File: config.mk
export PLATFORM = sky130hd
export DESIGN_NAME = te_sequencer
export DESIGN_NICKNAME = d
export VERILOG_FILES = /design/src/hw/te_ctrl_pkg.sv /design/src/hw/te_sequencer.sv
export SDC_FILE = /design/constraint.sdc
export NUM_CORES = 1
export LEC_CHECK = 0
export ABC_AREA = 1
export BUFFER_PORTS_ARGS = -buffer_cell sky130_fd_sc_hd__buf_2
export CORE_MARGIN = 3
export CORE_UTILIZATION = 45
export CTS_BUF_LIST = sky130_fd_sc_hd__clkbuf_16
export DETAILED_ROUTE_END_ITERATION = 10
export PLACE_DENSITY = 0.78
export SYNTH_ARGS = -nofsm -noshare
export SYNTH_HDL_FRONTEND = slang
export SYNTH_SLANG_ARGS = --single-unit
File: constraint.sdc
create_clock -name clk -period 1.8 [get_ports clk]
set_input_delay 0.18 -clock clk [delete_from_list [all_inputs] [get_ports clk]]
set_output_delay 0.18 -clock clk [all_outputs]
set_load 0.02 [all_outputs]
File: src/hw/te_ctrl_pkg.sv
// sequencer states, channel and sample types, FIFO and slot structs
`default_nettype none

package te_ctrl_pkg;

	// encodings kept from the full engine, dropped states leave gaps
	typedef enum logic [3:0] {
		IDLE         = 4'd0,
		START        = 4'd1,
		FIND_CHANNEL = 4'd2,
		READ_FIFO    = 4'd5,
		CORRELATION  = 4'd6,
		COHERENT_SUM = 4'd7,
		COR_FINISH   = 4'd9,
		TE_FINISH    = 4'd10,
		WAIT_CPU     = 4'd11,
		STAND_BY     = 4'd12
	} te_state_e;

	localparam int NUM_LOGIC  = 32;
	localparam int BUF_ADDR_W = 10;

	typedef logic [4:0]         chan_idx_t;
	typedef logic signed [7:0]  sample_t;
	typedef logic signed [15:0] acc_t;   // wraps, no saturation

	// from the sample FIFO
	typedef struct packed {
		logic    ready;  // a full block is waiting
		logic    last;   // final sample of the block
		logic    valid;
		sample_t data;
	} fifo_in_t;

	// to the sample FIFO, one-cycle strobes
	typedef struct packed {
		logic read;
		logic rewind;
		logic skip;
	} fifo_cmd_t;

	typedef struct packed {
		logic      en;
		chan_idx_t idx;
	} slot_t;

endpackage

`default_nettype wire

File: src/hw/te_sequencer.sv
// te_sequencer: engine FSM, correlation-done delay line, FIFO command strobes
`timescale 1ns/1ps
`default_nettype none

module te_sequencer #(
	parameter int COR_LATENCY = 5
) (
	input  wire logic                   clk,
	input  wire logic                   rst_b,
	input  wire logic                   i_start,
	input  wire logic                   i_fifo_ready,
	input  wire logic                   i_fifo_last,
	input  wire logic                   i_any_enabled,
	input  wire logic                   i_find_done,
	input  wire logic                   i_remaining_empty,
	input  wire logic                   i_sum_done,
	output te_ctrl_pkg::te_state_e      o_state,
	output te_ctrl_pkg::te_state_e      o_next_state,
	output te_ctrl_pkg::fifo_cmd_t      o_fifo_cmd,
	output logic                        o_find_start,
	output logic                        o_sum_start,
	output logic                        o_round_clear,
	output logic                        o_running,
	output logic                        o_over
);

	logic [COR_LATENCY-1:0] last_d;  // last sample delay line
	logic                   cor_done;

	//--------------------------------------------------------------------------
	// state machine
	//--------------------------------------------------------------------------
	always_ff @(posedge clk or negedge rst_b) begin
		if (!rst_b)
			o_state <= te_ctrl_pkg::STAND_BY;
		else
			o_state <= o_next_state;
	end

	always_comb begin
		case (o_state)
			te_ctrl_pkg::STAND_BY:
				o_next_state = i_start ? te_ctrl_pkg::IDLE : te_ctrl_pkg::STAND_BY;
			te_ctrl_pkg::IDLE:
				o_next_state = i_fifo_ready ? te_ctrl_pkg::START : te_ctrl_pkg::IDLE;
			te_ctrl_pkg::START:
				o_next_state = i_any_enabled ? te_ctrl_pkg::FIND_CHANNEL : te_ctrl_pkg::TE_FINISH;
			te_ctrl_pkg::FIND_CHANNEL:
				o_next_state = i_find_done ? te_ctrl_pkg::READ_FIFO : te_ctrl_pkg::FIND_CHANNEL;
			te_ctrl_pkg::READ_FIFO:    o_next_state = te_ctrl_pkg::CORRELATION;
			te_ctrl_pkg::CORRELATION:
				o_next_state = cor_done ? te_ctrl_pkg::COHERENT_SUM : te_ctrl_pkg::CORRELATION;
			te_ctrl_pkg::COHERENT_SUM:
				o_next_state = i_sum_done ? te_ctrl_pkg::COR_FINISH : te_ctrl_pkg::COHERENT_SUM;
			te_ctrl_pkg::COR_FINISH:
				o_next_state = i_remaining_empty ? te_ctrl_pkg::TE_FINISH : te_ctrl_pkg::FIND_CHANNEL;
			te_ctrl_pkg::TE_FINISH:    o_next_state = te_ctrl_pkg::WAIT_CPU;
			te_ctrl_pkg::WAIT_CPU:
				o_next_state = i_start ? te_ctrl_pkg::IDLE : te_ctrl_pkg::WAIT_CPU;
			default:                   o_next_state = te_ctrl_pkg::STAND_BY;
		endcase
	end

	// correlators settle COR_LATENCY cycles after the last sample
	always_ff @(posedge clk or negedge rst_b) begin
		if (!rst_b)
			last_d <= '0;
		else
			last_d <= (last_d << 1) | COR_LATENCY'(i_fifo_last);
	end

	assign cor_done = last_d[COR_LATENCY-1];

	//--------------------------------------------------------------------------
	// FIFO strobes, registered from the next state
	//--------------------------------------------------------------------------
	always_ff @(posedge clk or negedge rst_b) begin
		if (!rst_b) begin
			o_fifo_cmd <= '0;
		end else begin
			o_fifo_cmd.read   <= (o_next_state == te_ctrl_pkg::READ_FIFO);
			o_fifo_cmd.rewind <= (o_next_state == te_ctrl_pkg::COR_FINISH) && !i_remaining_empty;
			o_fifo_cmd.skip   <= (o_next_state == te_ctrl_pkg::TE_FINISH);
		end
	end

	assign o_find_start  = (o_state != te_ctrl_pkg::FIND_CHANNEL) &&
		(o_next_state == te_ctrl_pkg::FIND_CHANNEL);
	assign o_sum_start   = (o_state != te_ctrl_pkg::COHERENT_SUM) &&
		(o_next_state == te_ctrl_pkg::COHERENT_SUM);
	assign o_round_clear = (o_next_state == te_ctrl_pkg::START);
	assign o_running     = (o_state != te_ctrl_pkg::WAIT_CPU) && (o_state != te_ctrl_pkg::STAND_BY);
	assign o_over        = (o_state == te_ctrl_pkg::TE_FINISH);

endmodule

`default_nettype wire

==> flow_summary_export.csv <==
group,metric,value,unit
status,status,"finished with violations",
status,failed_checks,"setup timing",
worst_setup_path,path_cells,"nor2_1 > nand2_1 > nand2_1 > nand2_2 > a21oi_2 > nand3_1 > nor2_1 > buf_4",
timing,slew-limit-headroom,80.8,%
layout,stdcell_count,127,
logic_synthesis,synth_seq_area_share,49.9,%
route,routed-via-count,667,
die,core,0.00119,mm2
power_and_ir_drop,p_switching,798,uW
logic_synthesis,synth_ff_type,"dfrtp_1",
global_route,first_global_vias,609,
power_and_ir_drop,peakVddDrop,0.00102,V
worst_setup_path,crit_fanout,7,
timing,worst_slack,-0.0402,ns
timing,finalCritPeriodShare,102,%
run,max_cap_viol_count,0,
worst_setup_path,cp_data_required_time,1.62,ns
logic_synthesis,syn_area_per_cell,7.49,um2
place,placed_area,744,um2
clock_tree,clk_pin_slew_worst_paths,0.04,ns
clock_tree,cts_tree,"yes",
power_and_ir_drop,clkPwrFrac,22.5,%
timing,setup_viol,1,
die,fp.dieH,42.7,um
timing,max_freq,543,MHz
worst_setup_path,end_kind,"output port",
global_route,grt_first_pass_wirelength,2460,um
route,viasPerCell,5.25,
place,dp.cells,119,
global_route,grt_use_total,17.9,%
power_and_ir_drop,p_comb_share,54.2,%
layout,diodes,0,
die,start_util,51.2,%
place,portBuffers,24,
worst_setup_path,path_delay_family,"simple AND/OR/NAND/NOR gates",
global_route,grt_max_degree,13,
timing,whs,0.0472,ns
layout,area_growth,49.5,%
place,dp_slack,0.186,ns
clock_tree,h-tree-depth,1,
route,firstDrtPassIters,4,
global_route,antenna_found_initial,0,
clock_tree,clk_path_buf_depth,2,
layout,drive_above_1_share,42.5,%
power_and_ir_drop,switching_share,45.4,%
timing,skew,0.00210,ns
route,drc_errors,0,
worst_setup_path,cp_slowest_cell,"dfrtp_1",
logic_synthesis,yosysWarnings,0,
timing,period_minus_slack,1.84,ns
power_and_ir_drop,power_density,1940,mW/mm2
worst_setup_path,critPathLaunchType,"register",
power_and_ir_drop,p_seq_share,23.2,%
timing,tns,-0.0402,ns
place,dpl.hpwl,1090,um
route,routed_wirelength,1620,um
die,die_w,42.7,um
die,ios,25,
place,place_congestion,0.893,
layout,finalInstanceArea,907,um2
global_route,gr-total-overflow,0,
power_and_ir_drop,internal_power,960,uW
route,drtAntennaViolNets,0,
die,dieArea,0.00183,mm2
layout,num-nets-final,123,
worst_setup_path,cpPeakStageDelay,0.45,ns
clock_tree,cts_root_buf,"clkbuf_16",
clock_tree,cts_sinks,12,
logic_synthesis,yosysUniqueCellTypes,16,
logic_synthesis,synth-async-reset-ratio,100,%
logic_synthesis,synthCells,81,
logic_synthesis,syn_area,607,um2
worst_hold_path,hold_class,"in -> reg",
logic_synthesis,synth-edff-count,0,
worst_setup_path,crit_buf_inv,1,
logic_synthesis,synth_seq_cells,12,
logic_synthesis,syn_nets,90,
clock_tree,insertion_delay,0.24,ns
die,fp-row-count,12,
route,drtIter0Drc,31,
timing,slew_violations,0,
power_and_ir_drop,p_leak,0.000557,uW
timing,rsz0062_at_grt,"true",
timing,worst_pin_slew,0.287,ns
timing,hold_viol_final,0,
worst_setup_path,critical_path_class,"reg -> out",
clock_tree,cts_inserted_buffers,3,
layout,final_cell_mix,"22 x nand2_1, 21 x buf_2, 12 x inv_1",
layout,mostFrequentLayoutCell,"nand2_1",
worst_setup_path,arrival,1.66,ns
route,wl_per_cell,12.7,um
-- metal layers --
layer,global-route usage (%),routed length [um],up-vias
met5,0,0,-
met1,20.9,720,306
met4,7.45,21,0
met2,30.8,749,37
li1,-,-,321
met3,4.24,126,3
-- timing repair --
| item | CTS | global route |
|---|---|---|
| endpoints found under the setup margin | 1 | 5 |
| pin swaps | 1 | 2 |
| resized for setup | 9 | 8 |
| hold buffers | 1 | 0 |
| buffers inserted | 2 | 1 |
| endpoints found under the hold margin | 10 | 0 |
-- synthesized netlist by cell type (2+ instances only) --
master / count / area, um2
nand2_1: 25 / 93.8
inv_1: 12 / 45.0
dfrtp_1: 10 / 250
nand3_1: 9 / 45.0
nor2_1: 8 / 30.0
nand3b_1: 3 / 22.5
a21oi_1: 2 / 10.0
dfstp_2: 2 / 52.6
inv_2: 2 / 7.51
nor2_2: 2 / 12.5
-- flip-flops by register name, indices dropped and copies added, names as in the netlist --
| signal | count |
|---|---|
| o_state | 4 |
| o_fifo_cmd | 3 |
| last_d | 5 |
-- final cells by class --
class / instances / area [um2]
multi-input cells: 55 / 295
clock inverters: 1 / 3.75
repair buffers: 28 / 160
clock buffers: 3 / 75.1
flip-flops and latches: 12 / 303
inverters: 14 / 52.6
well taps: 14 / 17.5
fillers: 84 / 279
-- worst reg2reg max path: stages (launching register included) --
cell      delay, ns
dfstp_2        0.57
buf_4          0.14
nor2_4         0.05
nand3b_1       0.09
nand2_1        0.06
inv_1          0.07
nand3_1        0.09
buf_4          0.15
-- power groups by stage --
stage	registers [uW]	logic, uW	clock network [uW]
floorplan	445	473	0
global placement	394	743	0
detailed placement	400	749	0
CTS	397	857	402
global route	416	1020	421
finish	408	953	396
-- stage by stage --
step | power [uW] | utilization [%]
after floorplan | 918 | -
after detailed placement | 1150 | 62.8
final | 1760 | 76.5
after CTS | 1660 | 73.7
after global placement | 1140 | 62.8
after global routing | 1860 | 76.5
-- final timing paths --
| kind | from | cells past startpoint | to | slack [ns] |
|---|---|---|---|---|
| worst min-delay path | i_fifo_last | 1 | last_d[0] | 0.05 |
| min in group asynchronous | rst_b | 2 | last_d[2] | 0.35 |
| worst min register to register | last_d[1] | 0 | last_d[2] | 0.34 |
| worst max register to register | o_state[3] | 7 | o_state[1] | 0.47 |
| max in group asynchronous | rst_b | 2 | o_state[3] | 1.18 |
| worst max-delay path | o_state[0] | 8 | o_find_start | -0.04 |
-- cells by family after synthesis --
family                 synth area share (%)
AO/OA/AOI/OAI                          4.95
buffers and inverters                  8.66
flip-flops                             49.9
AND/OR/NAND/NOR                        36.5
No activity file was read; power rests on OpenSTA's default activity.
