$ cat src/hw/te_ctrl_pkg.sv
// sequencer states, channel and sample types, FIFO and slot structs
`default_nettype none

package te_ctrl_pkg;

	// encodings kept from the full engine, dropped states leave gaps
	typedef enum logic [3:0] {
		IDLE         = 4'd0,
		START        = 4'd1,
		FIND_CHANNEL = 4'd2,
		READ_FIFO    = 4'd5,
		CORRELATION  = 4'd6,
		COHERENT_SUM = 4'd7,
		COR_FINISH   = 4'd9,
		TE_FINISH    = 4'd10,
		WAIT_CPU     = 4'd11,
		STAND_BY     = 4'd12
	} te_state_e;

	localparam int NUM_LOGIC  = 32;
	localparam int BUF_ADDR_W = 10;

	typedef logic [4:0]         chan_idx_t;
	typedef logic signed [7:0]  sample_t;
	typedef logic signed [15:0] acc_t;   // wraps, no saturation

	// from the sample FIFO
	typedef struct packed {
		logic    ready;  // a full block is waiting
		logic    last;   // final sample of the block
		logic    valid;
		sample_t data;
	} fifo_in_t;

	// to the sample FIFO, one-cycle strobes
	typedef struct packed {
		logic read;
		logic rewind;
		logic skip;
	} fifo_cmd_t;

	typedef struct packed {
		logic      en;
		chan_idx_t idx;
	} slot_t;

endpackage

`default_nettype wire

$ cat src/hw/block_correlator.sv
// block_correlator: signed sample accumulator for one physical slot
`timescale 1ns/1ps
`default_nettype none

module block_correlator (
	input  wire logic                 clk,
	input  wire logic                 rst_b,
	input  wire logic                 i_clear,
	input  wire logic                 i_valid,
	input  wire te_ctrl_pkg::sample_t i_sample,
	output te_ctrl_pkg::acc_t         o_acc
);

	// sum of one FIFO block, restarted by the read strobe
	always_ff @(posedge clk or negedge rst_b) begin
		if (!rst_b)
			o_acc <= '0;
		else if (i_clear)
			o_acc <= '0;
		else if (i_valid)
			o_acc <= o_acc + te_ctrl_pkg::acc_t'(i_sample);  // sign extended, wraps
	end

endmodule

`default_nettype wire

$ cat config.mk
export PLATFORM = sky130hd
export DESIGN_NAME = block_correlator
export DESIGN_NICKNAME = d
export VERILOG_FILES = /design/src/hw/te_ctrl_pkg.sv /design/src/hw/block_correlator.sv
export SDC_FILE = /design/constraint.sdc
export NUM_CORES = 1
export LEC_CHECK = 0
export BUFFER_PORTS_ARGS = -buffer_cell sky130_fd_sc_hd__buf_4
export CAP_MARGIN = 0
export CORE_MARGIN = 3
export CORE_UTILIZATION = 45
export DETAILED_ROUTE_END_ITERATION = 6
export GPL_TIMING_DRIVEN = 0
export PLACE_DENSITY_LB_ADDON = 0.12
export SYNTH_ARGS = -nofsm -noshare
export SYNTH_HDL_FRONTEND = slang
export SYNTH_SLANG_ARGS = --single-unit
$ cat constraint.sdc
create_clock -name clk -period 2 [get_ports clk]
set_input_delay 0.2 -clock clk [delete_from_list [all_inputs] [get_ports clk]]
set_output_delay 0.2 -clock clk [all_outputs]
set_load 0.05 [all_outputs]
==> results.py, run 1 <==
metrics = {
    "grt": {
        "grt.overflow.total": 0,
        "grt_pass1_vias": 1313,
        "grt_pass1_wl_mm": 6.20,
        "grt_max_degree": 17,
        "antenna_found_initial": 0,
        "track_usage": 0.196,
    },
    "cells_and_area": {
        "drive_gt1_frac": 0.487,
        "area_growth_pct": 43.1,
        "final_design_area_no_fill_um2": 2090,
        "antenna_cells": 0,
        "fin_util": 0.680,
        "largest-register": "o_acc",
        "nets": 224,
        "final_cells": 239,
        "largest_reg_flops": 16,
        "top_regs": "o_acc (16)",
        "nFillCells": 253,
    },
    "timing": {
        "relSlewSlack": 0.609,
        "drv_slew": 0,
        "period_share": 1.02,
        "period_needed_ns": 2.04,
        "rsz0062_at_grt": "yes",
        "tightest_slew_ns": 0.587,
        "fin_skew_ns": 0.0120,
        "setup_viol": 2,
        "setup_slack_ns": -0.0410,
        "clock.fmax_ghz": 0.490,
        "hold_viol": 0,
    },
    "setup_path": {
        "startpoint_type": "register",
        "reg2reg_depth": 7,
        "cp-end-kind": "register",
        "crit_path_max_incr_delay_ns": 0.44,
        "required_ns": 2.18,
        "criticalPathCategory": "register to register",
        "r2r_slack_ns": -0.04,
        "r2r-end": "o_acc[15]",
        "worstPathCellList": "ha_4, a211oi_4, o21ai_4, o311ai_4, a21oi_2, mux2i_1, mux2_1",
        "worstPathArrival_ns": 2.22,
        "r2r-start": "o_acc[1]",
        "crit_slowest_cell": "dfrtp_2",
        "critPathMaxFanout": 2,
    },
    "routing": {
        "wl_per_cell_um": 15.5,
        "finalWirelength_mm": 3.71,
        "routed_via_density": 5.59,
        "first_pass_iters": 5,
        "first_iter_violations": 47,
        "drc": 0,
        "num_vias": 1337,
        "drtAntennaViolNets": 0,
    },
    "synth": {
        "synth_edf_count": 0,
        "ys_top_cells_by_count": "17 x nor2_1, 16 x dfrtp_1, 15 x ha_1, 11 x a21o_1, 11 x a21oi_1",
        "yosys.area.top_type": "dfrtp_1",
        "yosys-top-cells-area": "dfrtp_1 27%, ha_1 13%, a21o_1 5.6%",
        "ys.flop_type": "dfrtp_1",
        "ys_ff_latch": 16,
        "ys_types": 44,
        "seq_area_frac_synth": 0.274,
        "yosys_warnings": 0,
        "synthesis.instances": 154,
        "synth_top_area_share": 0.274,
        "netlist_area_um2": 1460,
        "yosysMostFrequentCell": "nor2_1",
        "async_flop_share": 1.00,
        "synth_nets": 182,
        "synth.avg_cell_area_um2": 9.51,
    },
    "hold_path": {
        "hold_end": "o_acc[11]",
        "hold_path_depth": 2,
        "min_from": "i_clear",
        "hold_class": "input pin to register",
    },
    "outcome": {
        "status": "finished, violations left",
        "failed_checks": "negative setup slack",
    },
    "floorplanning": {
        "core_area_um2": 3080,
        "dieArea_um2": 3970,
        "io_pins": 28,
        "num_rows": 20,
        "die_x_um": 63.0,
        "start_util": 0.476,
        "die-height_um": 63.0,
    },
    "place": {
        "gp_congestion": 0.883,
        "placed_cells": 224,
        "port_buffers": 26,
        "place_area_um2": 1890,
        "place_hpwl_mm": 2.61,
    },
    "clock_tree": {
        "htreeDepth": 1,
        "numCtsBuffers": 3,
        "clockBufferDepth": 2,
        "insertion_delay_ns": 0.29,
        "cts_tree": "done",
        "cts-root-buf": "clkbuf_4",
        "cts.clk_slew.worst_paths_ns": 0.10,
        "cts_num_sinks": 16,
    },
    "power": {
        "p_leak_uw": 0.000939,
        "power.density_nw_per_um2": 768,
        "vdd_drop_max_mv": 0.429,
    },
    "run": {
        "maxCapViolations": 0,
    },
}
-- report_power, final --
| group | leakage [uW] | total (uW) | switching (uW) | internal (uW) |
|---|---|---|---|---|
| Combinational | 0.000734 | 987 | 547 | 440 |
| Clock | 0.0000150 | 192 | 114 | 77.5 |
| Sequential | 0.000190 | 430 | 52.2 | 378 |
| Total | 0.000939 | 1610 | 713 | 895 |
-- cells by family (layout without fill, tap and decap cells) --
group	Yosys count	in the layout	share of synthesized area
adders and majority gates	16	16	0.142
muxes	9	9	0.0624
DFF	16	16	0.274
and+or+nand+nor	43	43	0.144
xor gates and xnor gates	10	10	0.0598
buffers and inverters	10	51	0.0453
AOI/OAI and AO/OA	50	50	0.273
-- repair_timing --
action	CTS	global route
hold buffers	1	0
buffers inserted	8	2
setup endpoints to repair	5	6
pin swaps	7	12
hold endpoints to repair	16	0
resized for setup	11	4
-- how the worst max path moves through the flow --
stage	from	slack, ns	endpoint	cells past startpoint
3_3_place_gp	o_acc[1]	-0.11	o_acc[15]	7
5_1_grt	o_acc[12]	-0.13	o_acc[15]	7
3_5_place_dp	o_acc[1]	-0.16	o_acc[15]	7
6_report	o_acc[1]	-0.04	o_acc[15]	7
4_1_cts	o_acc[1]	-0.05	o_acc[15]	7
2_1_floorplan	o_acc[1]	-0.09	o_acc[15]	7
-- critical path, delay by kind of cell (launching register included) --
kind / cells / cell delay [ns]
DFF: 1 / 0.44
adders and majority gates: 1 / 0.23
AOI/OAI and AO/OA: 4 / 0.74
muxes: 2 / 0.52
-- placed cells by master, fill, tap and decap left out, types with 2 or more instances in the layout --
cell | synthesis | routed
ha_4 | 0 | 13
xnor2_1 | 6 | 6
a21oi_2 | 4 | 7
a22o_1 | 2 | 2
a21oi_1 | 11 | 7
nor2_1 | 17 | 17
nor2b_1 | 3 | 3
nand4_1 | 3 | 3
o311ai_4 | 0 | 2
and3_1 | 3 | 2
dfrtp_2 | 0 | 15
mux2i_1 | 8 | 8
inv_1 | 5 | 3
a31oi_1 | 3 | 3
o21ai_1 | 0 | 2
clkbuf_4 | 0 | 3
a21o_1 | 11 | 11
nand3_1 | 2 | 2
clkbuf_1 | 1 | 2
xor2_1 | 4 | 4
inv_2 | 0 | 2
nand2_1 | 7 | 7
buf_6 | 2 | 3
a211oi_1 | 2 | 2
buf_4 | 1 | 36
-- metal layers --
layer  vias up  part of all wire  wire [um]  GRT usage
met1       632              0.43       1600      0.263
met4         0             0.011         42     0.0634
met3         6             0.059        218     0.0234
met5         -                 0          0          0
li1        656                 -          -          -
met2        43              0.50       1850      0.327
-- area by class of cell --
class / instances / area (um2) / area share
clock buffers: 4 / 26.3 / 0.0125
repair buffers: 37 / 284 / 0.136
multi-input cells: 128 / 1240 / 0.594
flip-flops and latches: 16 / 419 / 0.200
well taps: 44 / 55.1 / 0.0263
inverters: 5 / 18.8 / 0.00896
plain buffers: 5 / 47.5 / 0.0227
-- metrics by stage --
step / TNS, ns / setup WS, ns / hold WS, ns / power, uW
floorplan: -0.262 / -0.0911 / -0.0956 / 1100
global placement: -0.160 / -0.111 / 0.0799 / 1290
detailed placement: -0.251 / -0.161 / 0.0823 / 1310
CTS: -0.0817 / -0.0517 / 0.125 / 1590
global route: -0.405 / -0.126 / 0.129 / 1720
finish: -0.0503 / -0.0410 / 0.128 / 1610
No activity file was read; power rests on OpenSTA's default activity.
==> inputs of run 2 (changes only) <==
ABC_CLOCK_PERIOD_IN_PS = 2000   (was unset)
RECOVER_POWER = 25   (was unset)
==> run 2 against run 1 <==
  * The flow still finishes with violations (negative setup slack)
  * Fmax hardly changed
  * Global-route usage stayed put
  * Flip-flop and latch count stayed put
  * Worst hold slack hardly changed
  * Largest power group unchanged
==> results.py, run 2 (synthesis gave the netlist of run 1 again) <==
metrics = {
    "cells_and_area": {
        "nets": 224,
        "largest_reg_flops": 16,
        "drive_gt1_frac": 0.482,
        "final_cells": 239,
        "area_growth_pct": 42.8,
        "top_regs": "o_acc (16)",
        "antenna_cells": 0,
        "final_common_cell": "buf_4",
        "largest-register": "o_acc",
        "mostFrequentLayoutCells": "35 x buf_4, 17 x nor2_1, 15 x dfrtp_2",
        "final_design_area_no_fill_um2": 2090,
        "nFillCells": 255,
    },
    "place": {
        "place_hpwl_mm": 2.61,
        "place_area_um2": 1890,
        "placed_cells": 224,
        "gp_congestion": 0.883,
        "port_buffers": 26,
    },
    "routing": {
        "first_iter_violations": 47,
        "wl_per_cell_um": 15.5,
        "routed_via_density": 5.59,
        "finalWirelength_mm": 3.71,
        "drc": 0,
        "drtAntennaViolNets": 0,
        "num_vias": 1337,
        "first_pass_iters": 5,
    },
    "setup_path": {
        "crit_slowest_cell": "dfrtp_2",
        "worstPathArrival_ns": 2.22,
        "r2r_slack_ns": -0.04,
        "crit_path_max_incr_delay_ns": 0.44,
        "cp-end-kind": "register",
        "critPathMaxFanout": 2,
        "worstPathCellList": "ha_4, a211oi_4, o21ai_4, o311ai_4, a21oi_2, mux2i_1, mux2_1",
        "startpoint_type": "register",
        "required_ns": 2.18,
        "criticalPathCategory": "register to register",
    },
    "timing": {
        "rsz0062_at_grt": "yes",
        "setup_slack_ns": -0.0410,
        "clock.fmax_ghz": 0.490,
        "period_share": 1.02,
        "period_needed_ns": 2.04,
        "setup_viol": 2,
        "relSlewSlack": 0.373,
        "hold_viol": 0,
        "tightest_slew_ns": 0.940,
        "fin_skew_ns": 0.0119,
        "drv_slew": 0,
    },
    "clock_tree": {
        "cts_tree": "done",
        "clockBufferDepth": 2,
        "cts_num_sinks": 16,
        "insertion_delay_ns": 0.29,
        "numCtsBuffers": 3,
        "cts.clk_slew.worst_paths_ns": 0.10,
        "htreeDepth": 1,
        "cts-root-buf": "clkbuf_4",
    },
    "grt": {
        "grt_max_degree": 17,
        "grt.overflow.total": 0,
        "antenna_found_initial": 0,
        "grt_pass1_vias": 1313,
        "track_usage": 0.196,
        "grt_pass1_wl_mm": 6.20,
    },
    "run": {
        "maxCapViolations": 0,
    },
    "power": {
        "p_leak_uw": 0.000935,
        "power.density_nw_per_um2": 769,
        "vdd_drop_max_mv": 0.429,
    },
    "floorplanning": {
        "io_pins": 28,
        "num_rows": 20,
        "start_util": 0.476,
        "dieArea_um2": 3970,
        "die_x_um": 63.0,
        "die-height_um": 63.0,
        "core_area_um2": 3080,
    },
    "hold_path": {
        "hold_class": "input pin to register",
    },
    "outcome": {
        "failed_checks": "negative setup slack",
        "status": "finished, violations left",
    },
}
-- run 2: critical path: cells and delay by family (launching register included) --
kind                       cells  cell delay [ns]
adders and majority gates      1             0.23
AOI/OAI and AO/OA              4             0.74
DFF                            1             0.44
muxes                          2             0.52
-- run 2: stage by stage --
| stage | power (uW) | setup WS, ns | TNS (ns) | hold WS [ns] | util |
|---|---|---|---|---|---|
| finish | 1610 | -0.0410 | -0.0504 | 0.128 | 0.679 |
| global route | 1720 | -0.126 | -0.405 | 0.129 | 0.679 |
| CTS | 1590 | -0.0517 | -0.0817 | 0.125 | 0.667 |
| detailed placement | 1310 | -0.161 | -0.251 | 0.0823 | 0.613 |
| global placement | 1290 | -0.111 | -0.160 | 0.0799 | 0.613 |
| floorplan | 1100 | -0.0911 | -0.262 | -0.0956 | - |
-- run 2: final cells by class --
cell class / count / area [um2] / share of cell area
flip-flops and latches: 16 / 419 / 0.200
multi-input cells: 128 / 1240 / 0.595
clock buffers: 4 / 26.3 / 0.0126
repair buffers: 37 / 280 / 0.134
inverters: 5 / 18.8 / 0.00898
plain buffers: 5 / 47.5 / 0.0227
well taps: 44 / 55.1 / 0.0263
-- run 2: what timing repair did --
item / in CTS / in global routing
setup endpoints to repair: 5 / 6
hold endpoints to repair: 16 / 0
resized for setup: 11 / 4
buffers inserted: 8 / 2
hold buffers: 1 / 0
pin swaps: 7 / 12
-- run 2: path summary, 6_finish.rpt --
path                                   to  cells after the start  startpoint
worst max-delay path            o_acc[15]                      7    o_acc[1]
worst min register to register  o_acc[14]                      2   o_acc[14]
min in group asynchronous       o_acc[13]                      2       rst_b
max in group asynchronous        o_acc[3]                      2       rst_b
worst max register to register  o_acc[15]                      7    o_acc[1]
worst min-delay path            o_acc[11]                      2     i_clear
-- run 2: routing by layer --
metal	track usage	vias to the layer above	part of all wire
met5	0	-	0
met4	0.0634	0	0.011
met1	0.263	632	0.43
met3	0.0234	6	0.059
li1	-	656	-
met2	0.327	43	0.50
-- run 2: power breakdown --
| group | internal [uW] | switching, uW |
|---|---|---|
| Clock | 77.5 | 114 |
| Sequential | 378 | 52.2 |
| Combinational | 439 | 547 |
| Total | 894 | 713 |
