$ cat src/hw/te_reg_pkg.sv
// host bus widths, register offsets, host request struct and channel mask type
`default_nettype none

package te_reg_pkg;

	// -----------------------------------------------------------------------
	// host bus
	// -----------------------------------------------------------------------
	localparam int TE_ADDR_W = 14;
	localparam int TE_DATA_W = 32;

	// register offsets, decoded on the low 6 address bits
	typedef enum logic [5:0] {
		REG_CHANNEL_ENABLE = 6'h00,
		REG_COH_DATA_READY = 6'h04,
		REG_CURR_STATE     = 6'h08
	} te_reg_addr_e;

	// one host cycle, strobe based
	typedef struct packed {
		logic                 reg_cs;  // register space select
		logic                 buf_cs;  // buffer space select
		logic                 rd;
		logic                 wr;
		logic [TE_ADDR_W-1:0] addr;
		logic [TE_DATA_W-1:0] wdata;
	} te_host_req_t;

	// one bit per logical channel
	typedef logic [31:0] te_chan_mask_t;

endpackage

`default_nettype wire

$ cat src/hw/te_ctrl_pkg.sv
// sequencer states, channel and sample types, FIFO and slot structs
`default_nettype none

package te_ctrl_pkg;

	// encodings kept from the full engine, dropped states leave gaps
	typedef enum logic [3:0] {
		IDLE         = 4'd0,
		START        = 4'd1,
		FIND_CHANNEL = 4'd2,
		READ_FIFO    = 4'd5,
		CORRELATION  = 4'd6,
		COHERENT_SUM = 4'd7,
		COR_FINISH   = 4'd9,
		TE_FINISH    = 4'd10,
		WAIT_CPU     = 4'd11,
		STAND_BY     = 4'd12
	} te_state_e;

	localparam int NUM_LOGIC  = 32;
	localparam int BUF_ADDR_W = 10;

	typedef logic [4:0]         chan_idx_t;
	typedef logic signed [7:0]  sample_t;
	typedef logic signed [15:0] acc_t;   // wraps, no saturation

	// from the sample FIFO
	typedef struct packed {
		logic    ready;  // a full block is waiting
		logic    last;   // final sample of the block
		logic    valid;
		sample_t data;
	} fifo_in_t;

	// to the sample FIFO, one-cycle strobes
	typedef struct packed {
		logic read;
		logic rewind;
		logic skip;
	} fifo_cmd_t;

	typedef struct packed {
		logic      en;
		chan_idx_t idx;
	} slot_t;

endpackage

`default_nettype wire

$ cat src/hw/channel_finder.sv
// channel_finder: serial scan of the remaining mask, fills physical slots in order
`timescale 1ns/1ps
`default_nettype none

module channel_finder #(
	parameter int NUM_PHYS = 4
) (
	input  wire logic                          clk,
	input  wire logic                          rst_b,
	input  wire logic                          i_latch,
	input  wire te_reg_pkg::te_chan_mask_t     i_enable,
	input  wire logic                          i_start,
	output logic                               o_done,
	output logic                               o_remaining_empty,
	output te_ctrl_pkg::slot_t [NUM_PHYS-1:0]  o_slots
);

	localparam int PTR_W = $clog2(NUM_PHYS + 1);

	te_reg_pkg::te_chan_mask_t remain;  // channels not served this round
	te_ctrl_pkg::chan_idx_t    idx;
	logic [PTR_W-1:0]          ptr;     // next free slot
	logic                      busy;
	logic                      hit;
	logic                      full_next;
	logic                      last_idx;

	assign hit       = busy && remain[idx];
	assign full_next = hit && (ptr == PTR_W'(NUM_PHYS - 1));
	assign last_idx  = (idx == te_ctrl_pkg::chan_idx_t'(te_ctrl_pkg::NUM_LOGIC - 1));

	always_ff @(posedge clk or negedge rst_b) begin
		if (!rst_b) begin
			remain  <= '0;
			idx     <= '0;
			ptr     <= '0;
			busy    <= 1'b0;
			o_done  <= 1'b0;
			o_slots <= '0;
		end else begin
			o_done <= 1'b0;
			if (i_latch)
				remain <= i_enable;
			if (i_start) begin
				busy    <= 1'b1;
				idx     <= '0;
				ptr     <= '0;
				o_slots <= '0;  // previous group released
			end else if (busy) begin
				if (hit) begin
					o_slots[ptr] <= '{en: 1'b1, idx: idx};
					remain[idx]  <= 1'b0;
					ptr          <= ptr + 1'b1;
				end
				idx <= idx + 1'b1;
				if (full_next || last_idx) begin
					busy   <= 1'b0;
					o_done <= 1'b1;
				end
			end
		end
	end

	assign o_remaining_empty = ~|remain;

endmodule

`default_nettype wire

$ cat config.mk
export PLATFORM = sky130hd
export DESIGN_NAME = channel_finder
export DESIGN_NICKNAME = d
export VERILOG_FILES = /design/src/hw/te_reg_pkg.sv /design/src/hw/te_ctrl_pkg.sv /design/src/hw/channel_finder.sv
export SDC_FILE = /design/constraint.sdc
export NUM_CORES = 1
export LEC_CHECK = 0
export ABC_AREA = 1
export BUFFER_PORTS_ARGS = -buffer_cell sky130_fd_sc_hd__clkbuf_2
export CORE_MARGIN = 5
export CORE_UTILIZATION = 57
export DETAILED_ROUTE_END_ITERATION = 10
export MAX_ROUTING_LAYER = met4
export PLACE_DENSITY = 0.81
export SYNTH_ARGS = -nofsm -noshare
export SYNTH_HDL_FRONTEND = slang
export SYNTH_SLANG_ARGS = --single-unit
$ cat constraint.sdc
create_clock -name clk -period 2.4 [get_ports clk]
set_input_delay 0.72 -clock clk [delete_from_list [all_inputs] [get_ports clk]]
set_output_delay 0.72 -clock clk [all_outputs]
set_load 0.01 [all_outputs]
==> results of run 1 <==
==> critical path: cells and delay by family (launching register included) <==
kind                   cells  cell delay, ps
buffers and inverters      2             230
DFF                        1             380
and+or+nand+nor            4             620
==> cell usage in the layout, fill, tap and decap left out <==
cell | Yosys | final
sky130_fd_sc_hd__a21oi_1 | 14 | 14
sky130_fd_sc_hd__a31oi_1 | 10 | 10
sky130_fd_sc_hd__buf_12 | 0 | 2
sky130_fd_sc_hd__buf_2 | 5 | 1
sky130_fd_sc_hd__buf_4 | 4 | 11
sky130_fd_sc_hd__bufinv_16 | 0 | 2
sky130_fd_sc_hd__clkbuf_1 | 9 | 1
sky130_fd_sc_hd__clkbuf_2 | 0 | 60
sky130_fd_sc_hd__clkbuf_8 | 0 | 10
sky130_fd_sc_hd__clkinv_2 | 0 | 2
sky130_fd_sc_hd__clkinvlp_4 | 0 | 1
sky130_fd_sc_hd__dfrtp_1 | 66 | 66
sky130_fd_sc_hd__ha_1 | 10 | 10
sky130_fd_sc_hd__inv_1 | 70 | 64
sky130_fd_sc_hd__inv_2 | 7 | 13
sky130_fd_sc_hd__nand2_1 | 148 | 148
sky130_fd_sc_hd__nand2_2 | 1 | 1
sky130_fd_sc_hd__nand2_8 | 2 | 2
sky130_fd_sc_hd__nand3_1 | 46 | 46
sky130_fd_sc_hd__nand3_2 | 1 | 1
sky130_fd_sc_hd__nand3_4 | 1 | 1
sky130_fd_sc_hd__nand3b_1 | 2 | 2
sky130_fd_sc_hd__nand4_1 | 5 | 5
sky130_fd_sc_hd__nor2_1 | 21 | 21
sky130_fd_sc_hd__nor2_2 | 4 | 4
sky130_fd_sc_hd__nor2_4 | 2 | 2
sky130_fd_sc_hd__nor3_1 | 9 | 7
sky130_fd_sc_hd__nor3_2 | 3 | 5
sky130_fd_sc_hd__nor3_4 | 2 | 2
sky130_fd_sc_hd__nor4_1 | 3 | 2
sky130_fd_sc_hd__nor4_2 | 0 | 1
sky130_fd_sc_hd__o21ai_0 | 34 | 34
sky130_fd_sc_hd__o21ai_1 | 19 | 19
==> state kept, by name, summed over array words and instances, names as in the netlist <==
signal / cells
remain: 32
o_done: 1
o_slots: 24
ptr: 3
idx: 5
busy: 1
==> metal layers <==
metal / routed length [um] / global-route usage (%)
met5: 0 / -
met3: 623 / 4.132
met1: 4021 / 31.89
met4: 223 / 10.02
met2: 4524 / 38.76
==> area by class of cell <==
type	instances	share of cell area (%)
clock inverters	5	1.770
multi-input cells	337	38.75
flip-flops and latches	66	37.69
inverters	77	6.596
well taps	77	2.199
repair buffers	74	9.766
clock buffers	11	3.227
==> through the flow <==
stage / instance area, sq um / setup slack [ps] / power [W] / utilization, %
finish: 4382 / 103.4 / 0.002957 / 69.00
global route: 4382 / -74.69 / 0.003101 / 69.00
floorplan: 3741 / 480.1 / 0.001720 / -
global placement: 4146 / 351.1 / 0.001895 / 65.30
detailed placement: 4146 / 316.8 / 0.001915 / 65.30
CTS: 4370 / 8.278 / 0.002959 / 68.83
==> worst paths after layout <==
path	end	slack (ps)	depth (start not counted)
setup / recovery	o_remaining_empty	100	6
max in group asynchronous	o_slots[1]$_DFFE_PN0P_	1730	2
min in group clk	o_slots[5]$_DFFE_PN0P_	500	2
hold / removal	remain[25]$_DFF_PN0_	370	2
hold reg to reg	o_slots[5]$_DFFE_PN0P_	500	2
setup reg to reg	o_slots[14]$_DFFE_PN0P_	360	10
==> synthesized netlist by cell type, drive strengths merged <==
master	number	area, sq um
nor2	27	126.4
nor4	3	18.77
nand2	151	601.8
dfrtp	66	1652
a21oi	14	70.07
nor3	14	107.6
a31oi	10	62.56
nand3b	2	15.01
o21ai	53	265.3
buf	13	85.08
ha	10	125.1
nand3	48	257.8
clkbuf	9	33.78
inv	77	289.0
nand4	5	31.28
==> report_power, final <==
group	total, W	switching [W]	internal, W
Sequential	0.00124	0.0000461	0.00120
Combinational	0.000665	0.000458	0.000207
Clock	0.00105	0.000439	0.000610
Total	0.00296	0.000943	0.00201
==> what timing repair did <==
action	4_1_cts	5_1_grt
pin swaps	0	2
gates resized for setup	1	9
endpoints found under the setup margin	1	1
==> cell families (layout without fill, tap and decap cells) <==
family,Yosys count,after routing,synth area share [%]
AO/OA/AOI/OAI,77,77,10.64
adder cells (fa/ha/maj),10,10,3.344
buffers and inverters,99,167,10.90
flip-flops,66,66,44.15
AND/OR/NAND/NOR,250,250,30.97
==> results.tsv, run 1 <==
stage	metric	value	unit
clocking	tritoncts_num_sinks	66	
critical_path	worstPathCellList	inv_2 -> nand4_1 -> nor3_2 -> nand3_1 -> nor4_2 -> buf_2	
critical_path	arrival	1580	ps
floorplanning	start_util	58.92	%
critical_path	kind_of_capture_point_of_the_worst_setup_path	primary output	
logic_synthesis	mean_cell_area_of_the_mapped_netlist	7.452	sq um
clocking	worstSkewPairLatency	350	ps
logic_synthesis	yosysSeqAreaShare	44.15	%
logic_synthesis	ys_types	28	
critical_path	critPathKind	reg2out	
floorplanning	die_area	8284	sq um
layout	num_antenna_cells	0	
clocking	cts-htree-levels	3	
logic_synthesis	yosys_warnings	0	
power_and_ir_drop	static-leakage-power	2.378	nW
sta	setup_viol_count_final	0	
clocking	tritoncts	built	
critical_path	worstReg2RegStart	idx[3]$_DFFE_PN0N_	
floorplanning	die-height	91.02	um
clocking	cts_bufs_inserted	9	
sta	rsz0062_at_grt	yes	
layout	drive_gt1_share	21.23	%
placement	port-buffer-count	61	
placement	place_congestion	0.8561	
power_and_ir_drop	power.ir.vdd_worst	392.2	uV
sta	timing.fmax	435.4	MHz
floorplanning	io_pins	62	
sta	min_clock_period_post_route	2297	ps
layout	multiInputGateArea	1698	sq um
critical_path	critical_path.slowest_cell	sky130_fd_sc_hd__dfrtp_1	
critical_path	worstPathRequired	1680	ps
floorplanning	die_w	91.02	um
sta	fin_crit_sh	95.69	%
power_and_ir_drop	cellPowerDensity	674.8	nW/um^2
layout	finish.cell_count_without_fillers	647	
grt	grt_pass1_wl	16.35	mm
clocking	postCtsSetupRepairBufs	0	
sta	finalSetupTns	0	ps
sta	worst_slew_pin_slew	524.4	ps
floorplanning	design.core.area	6350	sq um
sta	worst_clock_skew	10.12	ps
route	drc	0	
layout	fillers	519	
route	route.vias.total	3480	
placement	dp.final_hpwl	6.398	mm
clocking	clk_pin_slew	70	ps
layout	sequential_cell_area	1652	sq um
critical_path	crit_path_start	remain[31]$_DFF_PN0_	
logic_synthesis	synth_fp_nets	548	
critical_path	setup.worst_path.start_class	flip-flop	
critical_path	cp_max_fo	3	
clocking	cts.root.buffer_cell	sky130_fd_sc_hd__clkbuf_8	
layout	area_delta_synth_final	17.12	%
sta	final_max_slew_viol_count	0	
logic_synthesis	ys_ff_latch	66	
grt	antenna_found_initial	0	
critical_path	slowest_delay	380	ps
grt	grt_pass1_vias	3458	
placement	place_inst	631	
grt	grt_start_max_net_pins	67	
clocking	post_cts_hold_buffers	0	
sta	finalHoldViolations	0	
layout	fin_nets	611	
flow_run	drv_cap	0	
logic_synthesis	mappedNetlistArea	3741	sq um
route	detail_route.iter0.violations	267	
route	routed_wl	9.393	mm
logic_synthesis	netlist_instances	502	
grt	globalRoute.totalOverflow	0	
route	antenna_left	0	
route	vias_per_cell	5.379	
worst_hold_path	hp-class	in2async	
clocking	clock_tree.buffer_depth	2	
route	detail_route.wl_per_cell	14.52	um
sta	fin_hold_ws	368.8	ps
floorplanning	placementRows	29	
route	detail_route.first_pass.iterations	5	
grt	track_usage	24.69	%
run_status	run_status	complete, no violations	
sta	worst_slew_margin_rel	65.00	%
(Power assumes the default switching activity.)
==> run 2, diff against run 1 <==
--- a/config.mk
+++ b/config.mk
@@ -7,11 +7,14 @@
 export LEC_CHECK = 0
 export ABC_AREA = 1
 export BUFFER_PORTS_ARGS = -buffer_cell sky130_fd_sc_hd__clkbuf_2
+export CELL_PAD_IN_SITES_DETAIL_PLACEMENT = 0
+export CELL_PAD_IN_SITES_GLOBAL_PLACEMENT = 1
+export CORE_ASPECT_RATIO = 1.25
 export CORE_MARGIN = 5
-export CORE_UTILIZATION = 57
+export CORE_UTILIZATION = 41
 export DETAILED_ROUTE_END_ITERATION = 10
 export MAX_ROUTING_LAYER = met4
-export PLACE_DENSITY = 0.81
+export PLACE_DENSITY_LB_ADDON = 0.1
 export SYNTH_ARGS = -nofsm -noshare
 export SYNTH_HDL_FRONTEND = slang
 export SYNTH_SLANG_ARGS = --single-unit
==> run 2 against run 1 <==
Compared with the run above:
- sequential cell count unchanged
- design area is 3.9% higher
- power grew 9.0%
- global-route usage is 4.2 points lower
- worst setup slack worse by 86 ps
- clock skew decreased by 5.3 ps
- utilization decreased by 19 points
- sequential share of layout area shrank 1.4 points
- wire length grew 8.9%
- fmax is 3.6% lower
- clock power grew 24%
- largest power group is now clock
- highest routed layer unchanged
==> results.tsv, run 2 (synthesis gave the netlist of run 1 again) <==
stage	metric	value	unit
run_status	run_status	complete, no violations	
layout	largest_register	remain	
clocking	cts_bufs_inserted	9	
clocking	clk_pin_slew	50	ps
clocking	tritoncts_num_sinks	66	
sta	finalSetupTns	0	ps
grt	grt_pass1_vias	3424	
critical_path	worst-r2r-cell-count	10	
sta	finalHoldViolations	0	
power_and_ir_drop	static-leakage-power	2.440	nW
sta	worst_slew_pin_slew	361.3	ps
placement	dp.final_hpwl	7.141	mm
worst_hold_path	hp-class	in2async	
route	antenna_left	0	
clocking	worstSkewPairLatency	330	ps
layout	post-route-util	50.41	%
placement	place_congestion	0.7928	
grt	globalRoute.totalOverflow	0	
placement	port-buffer-count	61	
route	detail_route.wl_per_cell	14.67	um
clocking	cts-htree-levels	3	
route	drc	0	
layout	top_regs	remain: 32 flops, o_slots: 24 flops, idx: 5 flops	
critical_path	setup.worst_path.start_class	flip-flop	
clocking	clock_tree.buffer_depth	2	
critical_path	worstPathRequired	1680	ps
flow_run	drv_cap	0	
critical_path	kind_of_capture_point_of_the_worst_setup_path	primary output	
sta	setup_viol_count_final	0	
critical_path	cp_max_fo	3	
sta	fin_crit_sh	99.29	%
layout	area_delta_synth_final	21.64	%
floorplanning	die-height	116.8	um
route	route.vias.total	3397	
route	detail_route.iter0.violations	160	
floorplanning	placementRows	39	
power_and_ir_drop	cellPowerDensity	708.5	nW/um^2
grt	grt_pass1_wl	16.94	mm
route	vias_per_cell	4.874	
layout	fin_nets	616	
sta	worst_clock_skew	4.847	ps
grt	antenna_found_initial	0	
grt	grt_start_max_net_pins	67	
grt	track_usage	20.47	%
floorplanning	io_pins	62	
route	detail_route.first_pass.iterations	4	
floorplanning	design.core.area	9027	sq um
layout	most_common_library_cell_in_the_layout_ignoring_fill_and_taps	sky130_fd_sc_hd__nand2_1	
layout	largest_reg_flops	32	
sta	rsz0062_at_grt	yes	
sta	final_max_slew_viol_count	0	
critical_path	critPathKind	reg2out	
clocking	postCtsSetupRepairBufs	0	
layout	drive_gt1_share	21.25	%
clocking	cts.root.buffer_cell	sky130_fd_sc_hd__clkbuf_16	
floorplanning	start_util	41.44	%
layout	final_cell_mix	148 x sky130_fd_sc_hd__nand2_1, 67 x sky130_fd_sc_hd__inv_1, 66 x sky130_fd_sc_hd__dfrtp_1	
clocking	tritoncts	built	
sta	min_clock_period_post_route	2383	ps
floorplanning	die_w	95.44	um
sta	worst_slew_margin_rel	75.92	%
route	routed_wl	10.23	mm
floorplanning	die_area	11150	sq um
layout	num_antenna_cells	0	
critical_path	arrival	1660	ps
power_and_ir_drop	power.ir.vdd_worst	463.5	uV
sta	timing.fmax	419.7	MHz
==> run 2: where the power goes <==
| group | internal [W] | switching (W) |
|---|---|---|
| registers | 0.00120 | 0.0000455 |
| logic | 0.000215 | 0.000469 |
| clock network | 0.000823 | 0.000472 |
==> run 2: per-stage QoR <==
stage / hold slack (ps) / area, sq um / power [W] / worst slack, ps / cells
3_5_place_dp: 491.7 / 4242 / 0.001951 / 168.8 / 682
5_1_grt: 442.7 / 4551 / 0.003406 / -67.60 / 697
3_3_place_gp: 482.5 / 4242 / 0.001941 / 153.0 / 682
4_1_cts: 428.1 / 4551 / 0.003256 / -37.55 / 697
2_1_floorplan: 424.4 / 3741 / 0.001720 / 480.1 / 502
6_report: 408.3 / 4551 / 0.003224 / 17.13 / 697
==> run 2: area by class of cell <==
type / instances / area (sq um)
tap: 123 / 153.9
timing repair buffer: 79 / 465.4
clock inverter: 3 / 40.04
inverter: 77 / 289.0
fill: 940 / 4477
clock buffer: 12 / 246.5
sequential: 66 / 1652
multi-input combinational: 337 / 1704
==> run 2: per-layer routing <==
layer,wire length [um],vias up,GRT usage [%]
met5,0,-,-
met4,129,0,6.262
met3,343,9,2.877
met2,5345,69,35.54
met1,4407,1585,24.64
li1,-,1734,-
==> run 2: final timing paths <==
check                                  startpoint                 endpoint  slack [ps]
max                          remain[22]$_DFF_PN0_        o_remaining_empty          20
min                                         rst_b     remain[25]$_DFF_PN0_         410
max reg2reg                    idx[4]$_DFFE_PN0N_  o_slots[12]$_DFFE_PN0P_         360
min reg2reg                o_slots[5]$_DFFE_PN0P_   o_slots[5]$_DFFE_PN0P_         500
max in group asynchronous                   rst_b   o_slots[9]$_DFFE_PN0P_        1700
min in group clk           o_slots[5]$_DFFE_PN0P_   o_slots[5]$_DFFE_PN0P_         500
==> run 2: worst max-delay path: stages (launching register included) <==
cell                      delay, ps
sky130_fd_sc_hd__dfrtp_1        370
sky130_fd_sc_hd__inv_2           60
sky130_fd_sc_hd__nand4_1        130
sky130_fd_sc_hd__nor4_2         200
sky130_fd_sc_hd__nand3_1        170
sky130_fd_sc_hd__nor4_2         220
sky130_fd_sc_hd__buf_2          190
==> run 2: repair_timing <==
item / 4_1_cts / 5_1_grt
resized for setup: 4 / 4
endpoints found under the setup margin: 1 / 1
pin swaps: 0 / 0
hold buffers: 0 / 0
